==> config.mk <==
export PLATFORM = sky130hd
export DESIGN_NAME = excUnit
export DESIGN_NICKNAME = d
export VERILOG_FILES = /design/src/source/excPkg.sv /design/src/source/instrCheck.sv /design/src/source/excCommit.sv /design/src/source/cp0Regs.sv /design/src/source/excUnit.sv
export SDC_FILE = /design/constraint.sdc
export NUM_CORES = 1
export LEC_CHECK = 0
export BUFFER_PORTS_ARGS = -buffer_cell sky130_fd_sc_hd__buf_4
export CAP_MARGIN = 20
export CELL_PAD_IN_SITES_DETAIL_PLACEMENT = 0
export CELL_PAD_IN_SITES_GLOBAL_PLACEMENT = 1
export CORE_MARGIN = 2
export CORE_UTILIZATION = 34
export DETAILED_ROUTE_END_ITERATION = 10
export PLACE_DENSITY_LB_ADDON = 0.2
export SYNTH_ARGS = -nofsm -noshare
export SYNTH_HDL_FRONTEND = slang
export SYNTH_SLANG_ARGS = --single-unit
==> constraint.sdc <==
create_clock -name clk -period 3.1 [get_ports clk]
set_input_delay 0.31 -clock clk [delete_from_list [all_inputs] [get_ports clk]]
set_output_delay 0.31 -clock clk [all_outputs]
set_load 0.1 [all_outputs]
==> src/source/excPkg.sv <==
`default_nettype none

package excPkg;

    ////////////////////////////////////////////////////////////////////////////
    // Instruction encodings
    ////////////////////////////////////////////////////////////////////////////

    typedef enum logic [5:0] {
        OpSpecial = 6'b000000,
        OpRegimm  = 6'b000001,
        OpJ       = 6'b000010,
        OpJal     = 6'b000011,
        OpBeq     = 6'b000100,
        OpBne     = 6'b000101,
        OpBlez    = 6'b000110,
        OpBgtz    = 6'b000111,
        OpAddi    = 6'b001000,
        OpAddiu   = 6'b001001,
        OpSlti    = 6'b001010,
        OpSltiu   = 6'b001011,
        OpAndi    = 6'b001100,
        OpOri     = 6'b001101,
        OpXori    = 6'b001110,
        OpLui     = 6'b001111,
        OpCop0    = 6'b010000,
        OpLb      = 6'b100000,
        OpLh      = 6'b100001,
        OpLw      = 6'b100011,
        OpLbu     = 6'b100100,
        OpLhu     = 6'b100101,
        OpSb      = 6'b101000,
        OpSh      = 6'b101001,
        OpSw      = 6'b101011
    } opcodeT;

    typedef enum logic [5:0] {
        FnSll     = 6'b000000,
        FnSrl     = 6'b000010,
        FnSra     = 6'b000011,
        FnSllv    = 6'b000100,
        FnSrlv    = 6'b000110,
        FnSrav    = 6'b000111,
        FnJr      = 6'b001000,
        FnJalr    = 6'b001001,
        FnSyscall = 6'b001100,
        FnBreak   = 6'b001101,
        FnMfhi    = 6'b010000,
        FnMthi    = 6'b010001,
        FnMflo    = 6'b010010,
        FnMtlo    = 6'b010011,
        FnMult    = 6'b011000,
        FnMultu   = 6'b011001,
        FnDiv     = 6'b011010,
        FnDivu    = 6'b011011,
        FnAdd     = 6'b100000,
        FnAddu    = 6'b100001,
        FnSub     = 6'b100010,
        FnSubu    = 6'b100011,
        FnAnd     = 6'b100100,
        FnOr      = 6'b100101,
        FnXor     = 6'b100110,
        FnNor     = 6'b100111,
        FnSlt     = 6'b101010,
        FnSltu    = 6'b101011
    } functT;

    typedef enum logic [2:0] {
        MemWord  = 3'd0,
        MemHalf  = 3'd1,
        MemHalfU = 3'd2,
        MemByte  = 3'd3,
        MemByteU = 3'd4
    } memOpT;

    typedef enum logic [4:0] {
        ExcNone = 5'd0,
        ExcAdel = 5'd4,
        ExcAdes = 5'd5,
        ExcSys  = 5'd8,
        ExcBp   = 5'd9,
        ExcRi   = 5'd10
    } excCodeT;

    // COP0 rs field forms
    localparam logic [4:0] Cop0Mf = 5'b00000;
    localparam logic [4:0] Cop0Mt = 5'b00100;
    localparam logic [4:0] Cop0Co = 5'b10000;
    localparam logic [5:0] FnEret = 6'b011000;  // Funct under the CO form

    ////////////////////////////////////////////////////////////////////////////
    // CP0 register map and constants
    ////////////////////////////////////////////////////////////////////////////

    localparam logic [4:0]  Cp0BadVAddr  = 5'd8;
    localparam logic [4:0]  Cp0Status    = 5'd12;
    localparam logic [4:0]  Cp0Cause     = 5'd13;
    localparam logic [4:0]  Cp0Epc       = 5'd14;

    localparam logic [31:0] ExcVector    = 32'hBFC0_0380;
    localparam logic [31:0] StatusReset  = 32'h0040_0000;  // BEV only
    localparam logic [31:0] StatusWrMask = 32'h0000_FF03;  // IM, EXL, IE
    localparam int          StatusExl    = 1;
    localparam int          CauseBd      = 31;

    typedef struct packed {
        logic        valid;
        logic [31:0] instr;
        logic [31:0] pc;
        logic        inDelaySlot;
        logic [31:0] addr;
        logic [31:0] wdata;       // rt operand for MTC0
    } memInstrT;

    typedef struct packed {
        excCodeT    excCode;
        logic       isLoad;
        logic       isStore;
        memOpT      memOp;
        logic       isMfc0;
        logic       isMtc0;
        logic       isEret;
        logic [4:0] cp0Addr;
    } instrClassT;

    typedef struct packed {
        logic        excCommit;
        logic        eretCommit;
        logic        mtc0We;
        excCodeT     excCode;
        logic [31:0] pc;
        logic        inDelaySlot;
        logic [31:0] badVAddr;
        logic        badVAddrValid;
    } excEventT;

endpackage

`default_nettype wire

==> src/source/instrCheck.sv <==
`timescale 1ns/1ns
`default_nettype none

module instrCheck (
    input  wire logic [31:0]   instr_i,
    output excPkg::instrClassT class_o
);

    excPkg::opcodeT opcode;
    excPkg::functT  funct;
    logic [4:0]     rs;
    logic [4:0]     rt;
    logic [4:0]     rd;
    logic           legal;
    logic           isSyscall;
    logic           isBreak;
    logic           isMfc0;
    logic           isMtc0;
    logic           isEret;

    assign opcode = excPkg::opcodeT'(instr_i[31:26]);
    assign funct  = excPkg::functT'(instr_i[5:0]);
    assign rs     = instr_i[25:21];
    assign rt     = instr_i[20:16];
    assign rd     = instr_i[15:11];

    assign isSyscall = (opcode == excPkg::OpSpecial) && (funct == excPkg::FnSyscall);
    assign isBreak   = (opcode == excPkg::OpSpecial) && (funct == excPkg::FnBreak);

    // CP0 forms, the only legal ones under COP0
    assign isMfc0 = (opcode == excPkg::OpCop0) && (rs == excPkg::Cop0Mf);
    assign isMtc0 = (opcode == excPkg::OpCop0) && (rs == excPkg::Cop0Mt);
    assign isEret = (opcode == excPkg::OpCop0) && (rs == excPkg::Cop0Co)
                    && (instr_i[5:0] == excPkg::FnEret);

    assign class_o.isMfc0  = isMfc0;
    assign class_o.isMtc0  = isMtc0;
    assign class_o.isEret  = isEret;
    assign class_o.cp0Addr = rd;

    always_comb begin
        legal           = 1'b1;
        class_o.isLoad  = 1'b0;
        class_o.isStore = 1'b0;
        class_o.memOp   = excPkg::MemWord;
        case (opcode)
            excPkg::OpSpecial: begin
                case (funct)
                    excPkg::FnSll, excPkg::FnSrl, excPkg::FnSra,
                    excPkg::FnSllv, excPkg::FnSrlv, excPkg::FnSrav,
                    excPkg::FnJr, excPkg::FnJalr, excPkg::FnSyscall, excPkg::FnBreak,
                    excPkg::FnMfhi, excPkg::FnMthi, excPkg::FnMflo, excPkg::FnMtlo,
                    excPkg::FnMult, excPkg::FnMultu, excPkg::FnDiv, excPkg::FnDivu,
                    excPkg::FnAdd, excPkg::FnAddu, excPkg::FnSub, excPkg::FnSubu,
                    excPkg::FnAnd, excPkg::FnOr, excPkg::FnXor, excPkg::FnNor,
                    excPkg::FnSlt, excPkg::FnSltu:
                        legal = 1'b1;
                    default:
                        legal = 1'b0;
                endcase
            end
            excPkg::OpRegimm: legal = rt inside {5'd0, 5'd1, 5'd16, 5'd17};  // BLTZ..BGEZAL
            excPkg::OpCop0:   legal = isMfc0 || isMtc0 || isEret;
            excPkg::OpLw: begin
                class_o.isLoad = 1'b1;
            end
            excPkg::OpLh: begin
                class_o.isLoad = 1'b1;
                class_o.memOp  = excPkg::MemHalf;
            end
            excPkg::OpLhu: begin
                class_o.isLoad = 1'b1;
                class_o.memOp  = excPkg::MemHalfU;
            end
            excPkg::OpLb: begin
                class_o.isLoad = 1'b1;
                class_o.memOp  = excPkg::MemByte;
            end
            excPkg::OpLbu: begin
                class_o.isLoad = 1'b1;
                class_o.memOp  = excPkg::MemByteU;
            end
            excPkg::OpSw: begin
                class_o.isStore = 1'b1;
            end
            excPkg::OpSh: begin
                class_o.isStore = 1'b1;
                class_o.memOp   = excPkg::MemHalf;
            end
            excPkg::OpSb: begin
                class_o.isStore = 1'b1;
                class_o.memOp   = excPkg::MemByte;
            end
            excPkg::OpJ, excPkg::OpJal, excPkg::OpBeq, excPkg::OpBne,
            excPkg::OpBlez, excPkg::OpBgtz, excPkg::OpAddi, excPkg::OpAddiu,
            excPkg::OpSlti, excPkg::OpSltiu, excPkg::OpAndi, excPkg::OpOri,
            excPkg::OpXori, excPkg::OpLui:
                legal = 1'b1;
            default:
                legal = 1'b0;
        endcase
    end

    // Trap codes outrank reserved instruction
    assign class_o.excCode = isSyscall ? excPkg::ExcSys :
                             isBreak   ? excPkg::ExcBp  :
                             !legal    ? excPkg::ExcRi  :
                                         excPkg::ExcNone;

endmodule

`default_nettype wire

==> src/source/excCommit.sv <==
`timescale 1ns/1ns
`default_nettype none

module excCommit (
    input  wire logic               clk,
    input  wire logic               rst,
    input  wire excPkg::memInstrT   memInstr_i,
    input  wire excPkg::instrClassT class_i,
    input  wire logic [31:0]        epc_i,
    output excPkg::excEventT        event_o,
    output logic                    redirect_o,
    output logic [31:0]             redirectPc_o,
    output logic                    squash_o
);

    logic            squashQ;
    logic            live;
    logic            wordMis;
    logic            halfMis;
    logic            addrErr;
    logic            excCommit;
    logic            eretCommit;
    excPkg::excCodeT addrCode;
    excPkg::excCodeT finalCode;

    assign live = memInstr_i.valid && !squashQ;  // Younger one after a commit is dead

    ////////////////////////////////////////////////////////////////////////////
    // Address alignment
    ////////////////////////////////////////////////////////////////////////////

    assign wordMis = (class_i.memOp == excPkg::MemWord) && (memInstr_i.addr[1:0] != 2'b00);
    assign halfMis = ((class_i.memOp == excPkg::MemHalf) || (class_i.memOp == excPkg::MemHalfU))
                     && memInstr_i.addr[0];
    assign addrErr = live && (class_i.isLoad || class_i.isStore) && (wordMis || halfMis);
    assign addrCode = class_i.isLoad ? excPkg::ExcAdel : excPkg::ExcAdes;

    ////////////////////////////////////////////////////////////////////////////
    // Priority and commit
    ////////////////////////////////////////////////////////////////////////////

    assign finalCode  = !live   ? excPkg::ExcNone :
                        addrErr ? addrCode        :
                                  class_i.excCode;
    assign excCommit  = (finalCode != excPkg::ExcNone);
    assign eretCommit = live && class_i.isEret && !excCommit;

    always_comb begin
        event_o.excCommit     = excCommit;
        event_o.eretCommit    = eretCommit;
        event_o.mtc0We        = live && class_i.isMtc0 && !excCommit && !eretCommit;
        event_o.excCode       = finalCode;
        event_o.pc            = memInstr_i.pc;
        event_o.inDelaySlot   = memInstr_i.inDelaySlot;
        event_o.badVAddr      = memInstr_i.addr;
        event_o.badVAddrValid = addrErr;
    end

    assign redirect_o   = excCommit || eretCommit;
    assign redirectPc_o = excCommit ? excPkg::ExcVector : epc_i;  // ERET returns to EPC

    always_ff @(posedge clk or posedge rst) begin
        if (rst) begin
            squashQ <= 1'b0;
        end else begin
            squashQ <= redirect_o;
        end
    end

    assign squash_o = squashQ;

    // AdEL or AdES needs a record that is a load or a store, never both
    classLoadStore: assert property (@(posedge clk) disable iff (rst)
        !(class_i.isLoad && class_i.isStore));

endmodule

`default_nettype wire

==> src/source/cp0Regs.sv <==
`timescale 1ns/1ns
`default_nettype none

module cp0Regs (
    input  wire logic             clk,
    input  wire logic             rst,
    input  wire excPkg::excEventT event_i,
    input  wire logic [4:0]       waddr_i,
    input  wire logic [31:0]      wdata_i,
    input  wire logic [4:0]       raddr_i,
    output logic [31:0]           rdata_o,
    output logic [31:0]           epc_o,
    output logic [31:0]           status_o,
    output logic [31:0]           cause_o
);

    logic [31:0] badVAddrQ;
    logic [31:0] statusQ;
    logic [31:0] causeQ;
    logic [31:0] epcQ;
    logic [31:0] badVAddrNext;
    logic [31:0] statusNext;
    logic [31:0] causeNext;
    logic [31:0] epcNext;
    logic        bypass;

    function automatic logic [31:0] regSelect(
        input logic [4:0]  addr,
        input logic [31:0] badVAddr,
        input logic [31:0] status,
        input logic [31:0] cause,
        input logic [31:0] epc
    );
        case (addr)
            excPkg::Cp0BadVAddr: return badVAddr;
            excPkg::Cp0Status:   return status;
            excPkg::Cp0Cause:    return cause;
            excPkg::Cp0Epc:      return epc;
            default:             return 32'h0;  // Unimplemented read as zero
        endcase
    endfunction

    ////////////////////////////////////////////////////////////////////////////
    // Next state
    ////////////////////////////////////////////////////////////////////////////

    always_comb begin
        badVAddrNext = badVAddrQ;
        statusNext   = statusQ;
        causeNext    = causeQ;
        epcNext      = epcQ;
        if (event_i.excCommit) begin
            statusNext[excPkg::StatusExl] = 1'b1;
            causeNext[excPkg::CauseBd]    = event_i.inDelaySlot;
            causeNext[6:2]                = event_i.excCode;
            // Delay slot faults restart at the branch
            epcNext = event_i.inDelaySlot ? event_i.pc - 32'd4 : event_i.pc;
            if (event_i.badVAddrValid) begin
                badVAddrNext = event_i.badVAddr;
            end
        end else if (event_i.eretCommit) begin
            statusNext[excPkg::StatusExl] = 1'b0;
        end else if (event_i.mtc0We) begin
            case (waddr_i)
                excPkg::Cp0Status: statusNext = (statusQ & ~excPkg::StatusWrMask)
                                                | (wdata_i & excPkg::StatusWrMask);
                excPkg::Cp0Epc:    epcNext = wdata_i;
                default: ;                      // Cause and BadVAddr are read only
            endcase
        end
    end

    always_ff @(posedge clk or posedge rst) begin
        if (rst) begin
            badVAddrQ <= 32'h0;
            statusQ   <= excPkg::StatusReset;
            causeQ    <= 32'h0;
            epcQ      <= 32'h0;
        end else begin
            badVAddrQ <= badVAddrNext;
            statusQ   <= statusNext;
            causeQ    <= causeNext;
            epcQ      <= epcNext;
        end
    end

    ////////////////////////////////////////////////////////////////////////////
    // Read port
    ////////////////////////////////////////////////////////////////////////////

    // MFC0 sees an MTC0 to the same register in this cycle
    assign bypass = event_i.mtc0We && (waddr_i == raddr_i);

    assign rdata_o = bypass ? regSelect(raddr_i, badVAddrNext, statusNext, causeNext, epcNext)
                            : regSelect(raddr_i, badVAddrQ, statusQ, causeQ, epcQ);

    assign epc_o    = epcQ;
    assign status_o = statusQ;
    assign cause_o  = causeQ;

    // Exception entry never shares a cycle with ERET or an MTC0 write
    eventExclusive: assert property (@(posedge clk) disable iff (rst)
        $onehot0({event_i.excCommit, event_i.eretCommit, event_i.mtc0We}));

endmodule

`default_nettype wire

==> src/source/excUnit.sv <==
`timescale 1ns/1ns
`default_nettype none

module excUnit (
    input  wire logic             clk,
    input  wire logic             rst,
    input  wire excPkg::memInstrT memInstr_i,
    input  wire logic [4:0]       cp0Raddr_i,
    output logic                  excCommit_o,
    output logic                  eretCommit_o,
    output logic                  redirect_o,
    output logic [31:0]           redirectPc_o,
    output logic                  squash_o,
    output excPkg::excCodeT       excCode_o,
    output logic [31:0]           cp0Rdata_o,
    output logic [31:0]           epc_o,
    output logic [31:0]           status_o,
    output logic [31:0]           cause_o
);

    excPkg::instrClassT instrClass;
    excPkg::excEventT   excEvent;

    instrCheck i_instrCheck (
        .instr_i (memInstr_i.instr),
        .class_o (instrClass)
    );

    excCommit i_excCommit (
        .clk          (clk),
        .rst          (rst),
        .memInstr_i   (memInstr_i),
        .class_i      (instrClass),
        .epc_i        (epc_o),          // ERET target as it stands now
        .event_o      (excEvent),
        .redirect_o   (redirect_o),
        .redirectPc_o (redirectPc_o),
        .squash_o     (squash_o)
    );

    cp0Regs i_cp0Regs (
        .clk      (clk),
        .rst      (rst),
        .event_i  (excEvent),
        .waddr_i  (instrClass.cp0Addr),
        .wdata_i  (memInstr_i.wdata),
        .raddr_i  (cp0Raddr_i),
        .rdata_o  (cp0Rdata_o),
        .epc_o    (epc_o),
        .status_o (status_o),
        .cause_o  (cause_o)
    );

    assign excCommit_o  = excEvent.excCommit;
    assign eretCommit_o = excEvent.eretCommit;
    assign excCode_o    = excEvent.excCode;

endmodule

`default_nettype wire

== After elaboration in Yosys (flattened, before gate mapping) ==
Memories as Yosys holds them, arrays and structs flattened.
Index checks and enable logic that the tools add are counted.

* Register bits: 103
* Memories kept: 1
* Memory bits (read-only): 64

* Multiplexer cells: 31
* Add/sub/neg operators: 1
* Reductions and logical operators: 38
* Bitwise operators: 1
* Equal/unequal tests: 41

{| class="wikitable"
|+ Memories
! name !! depth !! bits a word !! rd ports !! clocked after Yosys merged registers in !! wr ports !! RTL line !! text
|-
| (no name shown) || 64 || 1 || 1 || 0 || 0 || instrCheck.sv:48 || <nowiki>case (funct)</nowiki>
|}

{| class="wikitable"
|+ Operator list
! operator !! count
|-
| 2-to-1 mux 32 bit || 11
|-
| one-hot mux 32 bit (4 select lines) || 2
|-
| equality test 6 x 4 -> 1 bit (second input constant) || 10
|-
| 2-to-1 mux 30 bit || 2
|-
| equality test 6 bit (second input constant) || 8
|-
| bitwise OR 32 x 16 -> 32 bit || 1
|-
| subtractor 32 x 3 -> 32 bit (second input constant) || 1
|-
| equality test 5 x 4 -> 1 bit (second input constant) || 6
|-
| 2-to-1 mux 5 bit || 5
|-
| equality test 6 x 3 -> 1 bit (second input constant) || 4
|-
| OR reduction 22 bit || 1
|-
| logical AND 1 bit || 17
|-
| equality test 5 bit (second input constant) || 3
|-
| equality test 6 x 2 -> 1 bit (second input constant) || 2
|-
| equality test 6 x 5 -> 1 bit (second input constant) || 2
|-
| one-hot mux 3 bit (4 select lines) || 1
|-
| logical NOT 5 bit || 2
|-
| 2-to-1 mux 1 bit || 8
|-
| equality test 6 x 1 -> 1 bit (second input constant) || 1
|-
| logical NOT 6 bit || 1
|-
| logical OR 1 bit || 6
|-
| equality test 5 x 1 -> 1 bit (second input constant) || 1
|-
| equality test 5 x 3 -> 1 bit (second input constant) || 1
|-
| equality test 5 bit || 1
|-
| other kinds (12) || 15
|}

== Longest topological paths before layout ==
Gate-level depths: netlist of the first run.

* Depth after elaboration: 20
* Gate-level depth with buffers: 11

== Hierarchy ==
From an unflattened synthesis of the first run, not the netlist that was laid out.

* Cells, all modules: 777
* Area total of the unflattened synthesis: 6,890.4 µm²

{| class="wikitable"
|+ By module, submodules not included
! module !! seq. area each (µm²) !! cells an instance !! area an instance (µm²) !! instances
|-
| cp0Regs || 2,001.9 || 564 || 5,480.3 || 1
|-
| excCommit || 25.0 || 156 || 1,054.8 || 1
|-
| instrCheck || 0.0 || 57 || 355.3 || 1
|}

== Worst setup path after synthesis of the first run ==
No wires, ideal clock.

* Path kind: register -> output
* Start: reg i_excCommit.squashQ (netlist: i_excCommit.squash_o)
* End: out cp0Rdata_o[6]
* Buffers on the path: 2
* Stages on the path, launching flop included: 9
* Path slack: -2.203 ns
* Arrival: 4.993 ns
* Cell sequence: dfrtp_1 nand2b_1 a211o_1 a21oi_1 clkbuf_1 buf_1 mux2_2 nand2_1 a31oi_1

* Elaborated cells between the ends (all ways): 26
* Those cells by class: 13 x mux; 13 x reduce/logical

{| class="wikitable"
|+ RTL lines
! element !! RTL line !! text
|-
| start, declared || excCommit.sv:16 || <nowiki>logic squashQ;</nowiki>
|-
| start signal, assigned || excCommit.sv:66 || <nowiki>squashQ <= redirect_o;</nowiki>
|-
| logical NOT 1 bit * || excCommit.sv:26 || <nowiki>assign live = memInstr_i.valid && !squashQ;</nowiki>
|-
| logical AND 1 bit * || excCommit.sv:26 ||
|-
| logical AND 1 bit (2 in a row) || excCommit.sv:35 || <nowiki>assign addrErr = live && (class_i.isLoad || class_i.isStore) && (wordMis || halfMis);</nowiki>
|-
| 2-to-1 mux 5 bit || excCommit.sv:43 || <nowiki>addrErr ? addrCode :</nowiki>
|-
| 2-to-1 mux 5 bit * || excCommit.sv:42 || <nowiki>assign finalCode = !live ? excPkg::ExcNone :</nowiki>
|-
| via excCode_o[2] || excUnit.sv:14 || <nowiki>output excPkg::excCodeT excCode_o,</nowiki>
|-
| nonzero test 5 bit * || excCommit.sv:45 || <nowiki>assign excCommit = (finalCode != excPkg::ExcNone);</nowiki>
|-
| 2-to-1 mux 32 bit * || cp0Regs.sv:52 || <nowiki>if (event_i.excCommit) begin</nowiki>
|-
| via i_cp0Regs.badVAddrNext[6] || cp0Regs.sv:21 || <nowiki>logic [31:0] badVAddrNext;</nowiki>
|-
| one-hot mux 32 bit (4 select lines) * || cp0Regs.sv:34 || <nowiki>case (addr)</nowiki>
|-
| 2-to-1 mux 32 bit * || cp0Regs.sv:94 || <nowiki>assign rdata_o = bypass ? regSelect(raddr_i, badVAddrNext, statusNext, causeNext, epcNext)</nowiki>
|-
| end, declared || excUnit.sv:15 || <nowiki>output logic [31:0] cp0Rdata_o,</nowiki>
|}

The timed path passes the listed nets; every way through them passes the cells marked *.

== Final worst setup path of the first run ==
* Start: in memInstr_i[79] (netlist name)
* End: out cp0Rdata_o[30]

* Word-level cells in the longest chain between the ends: 5

{| class="wikitable"
|+ RTL lines
! element !! RTL line !! text
|-
| start, declared || excUnit.sv:7 || <nowiki>input wire excPkg::memInstrT memInstr_i,</nowiki>
|-
| subtractor 32 x 3 -> 32 bit || cp0Regs.sv:57 || <nowiki>epcNext = event_i.inDelaySlot ? event_i.pc - 32'd4 : event_i.pc;</nowiki>
|-
| 2-to-1 mux 32 bit || cp0Regs.sv:57 ||
|-
| 2-to-1 mux 32 bit || cp0Regs.sv:52 ||
|-
| one-hot mux 32 bit (4 select lines) || cp0Regs.sv:34 ||
|-
| 2-to-1 mux 32 bit || cp0Regs.sv:94 ||
|}

No other way between the ends.

==> key figures, run 1 <==
Cells and area
  – Multi-input gate area: 0.004638 mm^2
  – ANT cells: 0
  – Design area: 0.01032 mm^2
  – Final core utilization: 0.5538
  – Layout Area Growth over Synthesis: 60.30%
  – Number of nets at the end of the flow: 1159
  – Cell Count, Final, Fillers Out: 1260
  – Sequential Area: 0.002028 mm^2
  – Fillcell total: 1766
  – Fraction of layout cells with a size suffix above 1: 0.4922

Timing
  – Slew Limit Headroom: 0.2760
  – RSZ-0062 raised after global routing: yes
  – Transition time at the pin with the least slew margin: around 1.1 ns
  – Final-report hold violation count: 0
  – Worst clock skew: 0.005920 ns
  – Timing-limited maximum frequency: 308.5 MHz
  – Hold slack final: 0.07477 ns
  – Setup TNS: -0.4211 ns
  – Pins Over Slew Limit: 0
  – Crit path time final: about 3.2 ns
  – Share of the clock period used by the worst path: 1.046
  – Post-layout worst setup margin: -0.1412 ns
  – Count of endpoints failing setup in the final report: 6

Synth
  – Top FF cell, synth: sky130_fd_sc_hd__dfrtp_1
  – Xor and xnor fraction of the mapped netlist area: 0.04487
  – Cell with the most instances after synthesis: sky130_fd_sc_hd__dfrtp_1
  – Multiplexer fraction of the synthesized cell area: 0.1338
  – Library cell occupying the most area in the post-synthesis netlist: sky130_fd_sc_hd__dfrtp_1
  – Total standard cell area after synthesis: 0.006441 mm^2
  – Post-synthesis share of cell area spent on full adders, half adders and majority gates: 0.001943
  – Fraction of the mapped netlist area in simple logic gates: 0.2061
  – Syn. warnings: 0
  – Post-synthesis sequential area ratio: 0.3147
  – Synth Register Bits: 81
  – Commonest cells in the synthesized netlist: sky130_fd_sc_hd__dfrtp_1, sky130_fd_sc_hd__a21oi_1, sky130_fd_sc_hd__buf_4
  – Synth top area share: 0.3147
  – Count of flip-flops with a built-in enable after synthesis: 0
  – Fraction of the mapped netlist area in compound gates: 0.1968
  – Proportion of register bits with asynchronous set or reset after synthesis: 1.000
  – Gate Count Post-Synth: 733
  – Per-instance average area after synthesis: 8.787 um^2
  – Distinct cell type count of the synthesized netlist: 61
  – Dominant combinational cell family by area after synthesis: simple AND/OR/NAND/NOR gates
  – Largest cells by area after synthesis: sky130_fd_sc_hd__dfrtp_1, sky130_fd_sc_hd__mux2_2, sky130_fd_sc_hd__mux2i_1

GRT
  – Wire length of the first global-routing pass: about 39000 um
  – Antenna violations before repair: 0
  – Global-route congestion overflow total: 0
  – Pin count of the biggest net entering global routing: 47
  – Combined global-route utilization of all metal layers: 0.2510
  – Number of global-route vias before repair: about 6.7k

Drt
  – Total number of vias: 6861
  – Final routed wire length divided by cell count: 21.19 um
  – Final antenna-violating net count: 0
  – Number of design rule violations left after detail routing: 0
  – Detailed-router iteration count before antenna repair: 7
  – Vias per cell: 5.445
  – Aggregate routed wire length: 26700 um
  – Number of DRC markers in iteration 0: 374

Power
  – IR drop worst, VDD: 362.4 uV
  – Sum of internal, switching and leakage power: slightly below 6 mW
  – P_leak: 4.788 nW
  – Power per cell area: 572.3 mW/mm^2

CTS
  – Number of buffers added to fix hold violations after cts: 0
  – CTS Buffer Depth: 2
  – Clock tree from TritonCTS: done
  – Cts bufs inserted: 9
  – H-tree Lvls: 3
  – Clock latency on the worst-skew pair: 0.35 ns
  – Root buffer cell: sky130_fd_sc_hd__clkbuf_16
  – Number of sinks handled by clock tree synthesis: between 80 and 90
  – Clock slew at reported path FFs: 0.06 ns

Critical path
  – Register-to-register path setup slack: 1.07 ns
  – Critical path startpoint category: input pin
  – Endpoint of the worst register-to-register path: i_cp0Regs.cause_o[2]
  – Cells along the critical path: buf_6, or4_4, or3_4, or4b_4, nor3_4, xor2_2, o211ai_1, a31oi_4, buf_12
  – Launch instance of the worst register-to-register path: i_excCommit.squash_o
  – Largest stage delay, worst path: 0.57 ns
  – CP Max Fanout: 4
  – Data arrival, critical path: 2.93 ns
  – WP data required: 2.79 ns
  – Type of the worst setup path: in -> out
  – Slowest cell on the critical path: sky130_fd_sc_hd__or4b_4
  – Critical path capture point type: primary output
  – Path depth of the worst reg2reg path: 9

Placement
  – DP Cell Count: 1222
  – Port buffer count: 249
  – Placement-stage worst setup slack: -0.2344 ns
  – Placed standard-cell area: 0.009160 mm^2
  – Dpl hpwl: about 19000 um
  – Gp weighted congestion: 0.8415

Floorplan
  – I/O pin count: 306
  – Die Width: about 140 um
  – Total Die Area: 0.02006 mm^2
  – Core Footprint: roughly 0.019 mm^2
  – Chip height: 141.6 um
  – Starting Density: 0.3455
  – Rows: 50

Min path
  – Worst Hold Class: in -> async

Status
  – Status: finished with violations
  – Violated checks: setup timing

Run
  – Number of violations of the max-capacitance limit: 0
## sequential cells by signal, summed over array words and instances (netlist names)
name,flops
i_excCommit.squash_o,1
i_cp0Regs.epc_o,32
i_cp0Regs.cause_o,6
i_cp0Regs.status_o,10
i_cp0Regs.badVAddrQ,32
## routing by layer
metal,global-route usage,routed length [um]
met3,0.03746,1457
met2,0.4430,13390
met5,0,0
met1,0.3144,11300
met4,0.08263,561
## worst max-delay path by stage
stage / slack, ns / end / startpoint / cells after the start
2_1_floorplan: -0.25 / cp0Rdata_o[2] / i_excCommit.squash_o / 9
3_3_place_gp: -0.22 / cp0Rdata_o[30] / memInstr_i[79] / 9
3_5_place_dp: -0.23 / cp0Rdata_o[30] / memInstr_i[79] / 9
4_1_cts: -0.13 / cp0Rdata_o[30] / memInstr_i[79] / 9
5_1_grt: -0.21 / cp0Rdata_o[30] / memInstr_i[79] / 9
6_report: -0.14 / cp0Rdata_o[30] / memInstr_i[79] / 9
## cell usage in the layout, fill, tap and decap left out, drive strengths merged, types with 9 or more instances in the layout
cell and count:
a211oi 15, a21oi 49, a221o 12, a221oi 12, a31oi 9, and2 22, and3 37, buf 334
clkbuf 13, conb 49, dfrtp 81, inv 12, mux2 41, mux2i 40, nand2 22, nand3 30
nor2 43, nor3 15, nor4 11, o21ai 28, o311a 11, or3 20, xnor2 21, xor2 12
## area by class of cell
cell class,count,share of cell area
Clock buffer,12,0.02484
Clock inverter,4,0.002666
Inverter,14,0.006423
Multi-Input combinational cell,580,0.4492
Sequential cell,81,0.1964
Tap cell,234,0.02836
Timing Repair Buffer,335,0.2921
## logic make-up (layout without fill, tap and decap cells)
group,after synthesis,in the layout
AND/OR/NAND/NOR,236,236
AO/OA/AOI/OAI,180,180
buffers and inverters,119,365
multiplexers,81,81
flip-flops,81,81
XOR/XNOR,33,33
other,2,49
adder cells (fa/ha/maj),1,1
## critical path: cells and delay by family
family,cells,cell delay (ns)
simple gates,4,1.71
compound gates,2,0.42
buf+inv,2,0.29
xor+xnor,1,0.19
## what timing repair did
action	in CTS	in global routing
resized for setup	46	91
buffers inserted	9	12
endpoints found under the setup margin	27	29
pin swaps	13	20
cloned	0	1
## where the power goes
part | internal [mW] | switching [mW] | total (mW)
sequential | 1.30 | 0.206 | 1.51
clock | 0.587 | 0.480 | 1.07
combinational | 0.836 | 2.50 | 3.34
total | 2.72 | 3.19 | 5.91
Power figures use the tool's default switching activity.
==> run 2: changes to the inputs <==
--- a/config.mk
+++ b/config.mk
@@ -12,7 +12,8 @@
 export CORE_MARGIN = 2
 export CORE_UTILIZATION = 34
 export DETAILED_ROUTE_END_ITERATION = 10
-export PLACE_DENSITY_LB_ADDON = 0.2
+export PLACE_DENSITY = 0.87
+export SKIP_CTS_REPAIR_TIMING = 1
 export SYNTH_ARGS = -nofsm -noshare
 export SYNTH_HDL_FRONTEND = slang
 export SYNTH_SLANG_ARGS = --single-unit
==> run 2 against run 1 <==
  * The run still ends with setup timing left
  * Wire length shrank 6.0%
  * Power shrank 0.54%
  * Sequential cell count unchanged
  * Sequential power about the same
  * Clock power is essentially flat
  * Worst hold slack better by 0.12 ns
  * Utilization decreased by 3.0 points
  * Die area is the same
  * Via count decreased by 0.60%
  * Register-to-register slack gained 0.08 ns
==> key figures, run 2 (synthesis gave the netlist of run 1 again) <==
Placement
  – Placed standard-cell area: slightly above 0.009 mm^2
  – Placement-stage worst setup slack: -0.1783 ns
  – Dpl hpwl: 18200 um
  – DP Cell Count: 1218
  – Port buffer count: 249
  – Gp weighted congestion: 0.8613

CTS
  – CTS Buffer Depth: 2
  – Clock slew at reported path FFs: 0.06 ns
  – Root buffer cell: sky130_fd_sc_hd__clkbuf_16
  – Clock tree from TritonCTS: done
  – Cts bufs inserted: 9
  – Clock latency on the worst-skew pair: 0.35 ns
  – H-tree Lvls: 3
  – Number of sinks handled by clock tree synthesis: 81

Critical path
  – Critical path capture point type: primary output
  – Data arrival, critical path: 2.92 ns
  – Slowest cell on the critical path: sky130_fd_sc_hd__or4b_4
  – WP data required: 2.79 ns
  – Register-to-register path setup slack: roughly 1.2 ns
  – Endpoint of the worst register-to-register path: i_cp0Regs.badVAddrQ[30]
  – Type of the worst setup path: in -> out
  – Top Family by Delay on Critical Path: simple AND/OR/NAND/NOR gates
  – Critical path startpoint category: input pin
  – Critical path buffers and inverters: 2
  – Largest stage delay, worst path: 0.59 ns
  – Path depth of the worst reg2reg path: 6
  – Launch instance of the worst register-to-register path: i_excCommit.squash_o
  – Cells along the critical path: buf_8, or4_4, or3_4, or4b_4, nor3_4, xor2_1, o211ai_1, a31oi_4, buf_12
  – CP Max Fanout: 5

GRT
  – Global-route congestion overflow total: 0
  – Combined global-route utilization of all metal layers: 0.2400
  – Number of global-route vias before repair: 6652
  – Pin count of the biggest net entering global routing: 56
  – Antenna violations before repair: 0
  – Wire length of the first global-routing pass: 37420 um

Min path
  – Worst Hold Class: in -> reg
  – Hold path depth: 2
  – Source of the worst hold timing path: memInstr_i[66]
  – Worst Hold Endpoint: i_cp0Regs.epc_o[1]

Timing
  – Slew Limit Headroom: 0.6009
  – Transition time at the pin with the least slew margin: 0.5987 ns
  – Timing-limited maximum frequency: a little over 300 MHz
  – Final-report hold violation count: 0
  – Worst clock skew: approximately 0.0078 ns
  – RSZ-0062 raised after global routing: yes
  – Pins Over Slew Limit: 0
  – Share of the clock period used by the worst path: 1.042
  – Crit path time final: between 3 and 4 ns
  – Post-layout worst setup margin: -0.1298 ns
  – Count of endpoints failing setup in the final report: 4

Power
  – Sequential share of power: 0.256
  – P_leak: 4.572 nW
  – Relative contribution of combinational cells to total power: 0.557
  – Internal power: 2.765 mW
  – IR drop worst, VDD: 407.9 uV
  – Switching part of the total: 0.5295
  – NetSw: 3.113 mW
  – Portion of total power attributed to the clock network: 0.187
  – Power per cell area: 602.0 mW/mm^2

Drt
  – Aggregate routed wire length: 25100 um
  – Total number of vias: 6820
  – Final antenna-violating net count: 0
  – Final routed wire length divided by cell count: roughly 20 um
  – Vias per cell: 5.496
  – Number of design rule violations left after detail routing: 0
  – Number of DRC markers in iteration 0: 381
  – Detailed-router iteration count before antenna repair: 6

Status
  – Violated checks: setup timing
  – Status: finished with violations

Cells and area
  – Layout Area Growth over Synthesis: 51.57%
  – Commonest non-fill, non-tap cells in the layout: sky130_fd_sc_hd__buf_4, sky130_fd_sc_hd__dfrtp_1, sky130_fd_sc_hd__conb_1
  – Cell Count, Final, Fillers Out: 1241
  – Final core utilization: 0.5237
  – Most frequent standard cell in the layout excluding fill and tap cells: sky130_fd_sc_hd__buf_4
  – Fraction of layout cells with a size suffix above 1: 0.4677
  – Design area: 0.009763 mm^2
  – Number of nets at the end of the flow: 1141
  – ANT cells: 0

Floorplan
  – Total Die Area: 0.02006 mm^2
  – Starting Density: 0.3455
  – Rows: 50
  – I/O pin count: around 310
  – Core Footprint: 0.01864 mm^2
  – Chip height: 141.6 um
  – Die Width: 141.6 um

Run
  – Number of violations of the max-capacitance limit: 0
==> run 2: through the flow <==
stage	TNS (ns)	total power [mW]	hold slack, ns
detailed placement	-1.039	4.762	0.5125
global route	-1.150	6.084	0.1906
global placement	-0.9478	4.733	0.5029
floorplan	-1.145	4.038	0.4408
CTS	-2.190	5.866	0.1847
finish	-0.3070	5.878	0.1979
==> run 2: power by group through the flow <==
stage	registers (mW)	clock network [mW]	logic [mW]
floorplan	2.27	0	1.77
global placement	1.51	0	3.22
detailed placement	1.52	0	3.24
CTS	1.50	1.12	3.24
global route	1.54	1.15	3.39
finish	1.51	1.10	3.27
==> run 2: worst register-to-register path: stages (launching register included) <==
cell                       delay [ns]
sky130_fd_sc_hd__dfrtp_2         0.41
sky130_fd_sc_hd__nand2b_4        0.16
sky130_fd_sc_hd__a211o_1         0.26
sky130_fd_sc_hd__a21oi_4         0.19
sky130_fd_sc_hd__buf_4           0.26
sky130_fd_sc_hd__buf_4           0.21
sky130_fd_sc_hd__mux2_2          0.36
==> run 2: layout make-up <==
class,instances,area [um^2]
fillers,1725,8880
multi-input cells,580,4458
repair buffers,317,2631
flip-flops and latches,81,2028
well taps,234,292.8
clock buffers,12,256.5
inverters,14,56.30
clock inverters,3,40.04
==> run 2: layer usage <==
metal,wire (um),global-route usage,vias up
met1,10680,0.3169,3329
met5,0,0,-
met3,1578,0.04286,36
li1,-,-,3162
met4,488,0.07579,0
met2,12350,0.4009,293
==> run 2: worst max-delay path by stage <==
stage                          from             end  slack, ns  depth (start not counted)
4_1_cts              memInstr_i[79]  cp0Rdata_o[28]      -0.19                          9
6_report             memInstr_i[79]  cp0Rdata_o[30]      -0.13                          9
3_5_place_dp         memInstr_i[79]  cp0Rdata_o[28]      -0.18                          9
3_3_place_gp         memInstr_i[79]  cp0Rdata_o[28]      -0.19                          9
5_1_grt              memInstr_i[79]  cp0Rdata_o[30]      -0.23                          9
2_1_floorplan  i_excCommit.squash_o   cp0Rdata_o[2]      -0.25                          9
==> run 3: changes to the inputs <==
--- a/config.mk
+++ b/config.mk
@@ -17,3 +17,4 @@
 export SYNTH_ARGS = -nofsm -noshare
 export SYNTH_HDL_FRONTEND = slang
 export SYNTH_SLANG_ARGS = --single-unit
+export TNS_END_PERCENT = 30
==> run 3 against run 2 <==
  * The flow still finishes with violations (setup timing)
  * Via count decreased by 0.38%
  * Die area unchanged
  * Sequential power about the same
  * Highest routed layer unchanged
  * Global-route usage about the same
  * Worst setup slack improved by 0.057 ns
  * Power decreased by 2.0%
  * Critical path type unchanged
  * Clock skew about the same
  * Largest power group unchanged
==> key figures, run 3 (synthesis gave the netlist of run 1 again) <==
Timing
  – Worst clock skew: 0.007603 ns
  – Count of endpoints failing setup in the final report: 3
  – Post-layout worst setup margin: -0.07311 ns
  – Setup TNS: -0.1707 ns
  – Transition time at the pin with the least slew margin: roughly 0.79 ns
  – Final-report hold violation count: 0
  – Share of the clock period used by the worst path: 1.024
  – Slew Limit Headroom: 0.4731
  – Hold slack final: 0.08968 ns
  – Crit path time final: between 3 and 4 ns
  – RSZ-0062 raised after global routing: yes
  – Timing-limited maximum frequency: about 320 MHz
  – Pins Over Slew Limit: 0

Floorplan
  – Rows: 50
  – Chip height: 141.6 um
  – Core Footprint: 0.01864 mm^2
  – Starting Density: 0.3455
  – Die Width: 141.6 um
  – I/O pin count: about 300
  – Total Die Area: 0.02006 mm^2

GRT
  – Most crowded layer after global routing: met2
  – Met3 Resource Use GR: 0.03881
  – Wire length of the first global-routing pass: around 38000 um
  – Antenna violations before repair: 0
  – Number of global-route vias before repair: 6575
  – Combined global-route utilization of all metal layers: 0.2403
  – Met1 Use GR: 0.3146
  – Pin count of the biggest net entering global routing: 40
  – Global-route congestion overflow total: 0
  – Grt met2 use: 0.4096

Critical path
  – Type of the worst setup path: in -> out
  – CP Max Fanout: 4
  – Critical path capture point type: primary output
  – WP data required: 2.79 ns
  – Data arrival, critical path: 2.86 ns
  – Critical path startpoint category: input pin

Status
  – Status: finished with violations
  – Violated checks: setup timing

CTS
  – Clock latency on the worst-skew pair: approximately 0.34 ns
  – Root buffer cell: sky130_fd_sc_hd__clkbuf_16
  – H-tree Lvls: 3
  – Clock slew at reported path FFs: 0.06 ns
  – Number of sinks handled by clock tree synthesis: 81
  – CTS Buffer Depth: 2
  – Cts bufs inserted: 9
  – Clock tree from TritonCTS: done

Cells and area
  – Design area: 0.009682 mm^2
  – Fraction of layout cells with a size suffix above 1: 0.4396
  – Most frequent standard cell in the layout excluding fill and tap cells: sky130_fd_sc_hd__buf_4
  – Commonest non-fill, non-tap cells in the layout: sky130_fd_sc_hd__buf_4, sky130_fd_sc_hd__dfrtp_1, sky130_fd_sc_hd__conb_1
  – ANT cells: 0
  – Fillcell total: 1693
  – Cell Count, Final, Fillers Out: 1235
  – Number of nets at the end of the flow: 1137
  – Layout Area Growth over Synthesis: 50.31%

Power
  – P_leak: ~4.5 nW
  – Sum of internal, switching and leakage power: 5.760 mW
  – IR drop worst, VDD: 353.3 uV
  – Power per cell area: 594.9 mW/mm^2

Placement
  – Dpl hpwl: between 15000 and 20000 um
  – Placed standard-cell area: 0.009017 mm^2
  – Gp weighted congestion: 0.8538
  – DP Cell Count: roughly 1.2k
  – Port buffer count: about 250

Drt
  – Final routed wire length divided by cell count: a little over 20 um
  – Detailed-router iteration count before antenna repair: 5
  – Vias per cell: ~5.5
  – Final antenna-violating net count: 0
  – Number of design rule violations left after detail routing: 0
  – Number of DRC markers in iteration 0: 366
  – Total number of vias: 6794
  – Aggregate routed wire length: between 20000 and 30000 um

Min path
  – Worst Hold Class: in -> async

Run
  – Number of violations of the max-capacitance limit: 0
run 3: final timing paths:
| kind | slack [ns] | to | startpoint | cells after the start |
|---|---|---|---|---|
| max | -0.07 | cp0Rdata_o[30] | memInstr_i[79] | 9 |
| min | 0.09 | i_cp0Regs.badVAddrQ[4] | rst | 2 |
| max reg2reg | 1.12 | i_cp0Regs.epc_o[29] | i_excCommit.squash_o | 9 |
| min reg2reg | 0.53 | i_cp0Regs.badVAddrQ[19] | i_cp0Regs.badVAddrQ[19] | 1 |
| max in group asynchronous | 2.25 | i_cp0Regs.epc_o[10] | rst | 3 |
| min in group clk | 0.20 | i_cp0Regs.badVAddrQ[31] | memInstr_i[63] | 2 |
run 3: metrics by stage:
step           setup WS [ns]  utilization
6_report            -0.07311       0.5193
4_1_cts              -0.1770       0.4972
3_3_place_gp         -0.1647       0.4837
5_1_grt              -0.1115       0.5193
2_1_floorplan        -0.2476            -
3_5_place_dp         -0.1640       0.4837
run 3: layer usage:
metal / vias to the layer above / part of all wire / wire, um
met4: 0 / 0.016 / 395
met5: - / 0 / 0
met3: 31 / 0.062 / 1569
met2: 270 / 0.50 / 12440
li1: 3162 / - / -
met1: 3331 / 0.43 / 10710
run 3: layout make-up:
type | instances | area, um^2 | share of cell area
multi-input cells | 580 | 4404 | 0.4549
flip-flops and latches | 81 | 2028 | 0.2095
repair buffers | 313 | 2649 | 0.2736
inverters | 14 | 56.30 | 0.005815
clock inverters | 1 | 5.005 | 0.0005169
clock buffers | 12 | 246.5 | 0.02546
well taps | 234 | 292.8 | 0.03024
run 3: worst max-delay path, cell delays in order:
cell and delay (ns):
sky130_fd_sc_hd__buf_6 0.10, sky130_fd_sc_hd__or4_4 0.52, sky130_fd_sc_hd__or3_4 0.38, sky130_fd_sc_hd__or4b_4 0.55
sky130_fd_sc_hd__nor3_4 0.20, sky130_fd_sc_hd__xor2_1 0.21, sky130_fd_sc_hd__o211ai_1 0.16, sky130_fd_sc_hd__a31oi_4 0.23
sky130_fd_sc_hd__buf_12 0.20
run 3: power by group:
group          internal [mW]  switching (mW)
Combinational          0.789            2.48
Sequential              1.30           0.209
Clock                  0.551           0.431
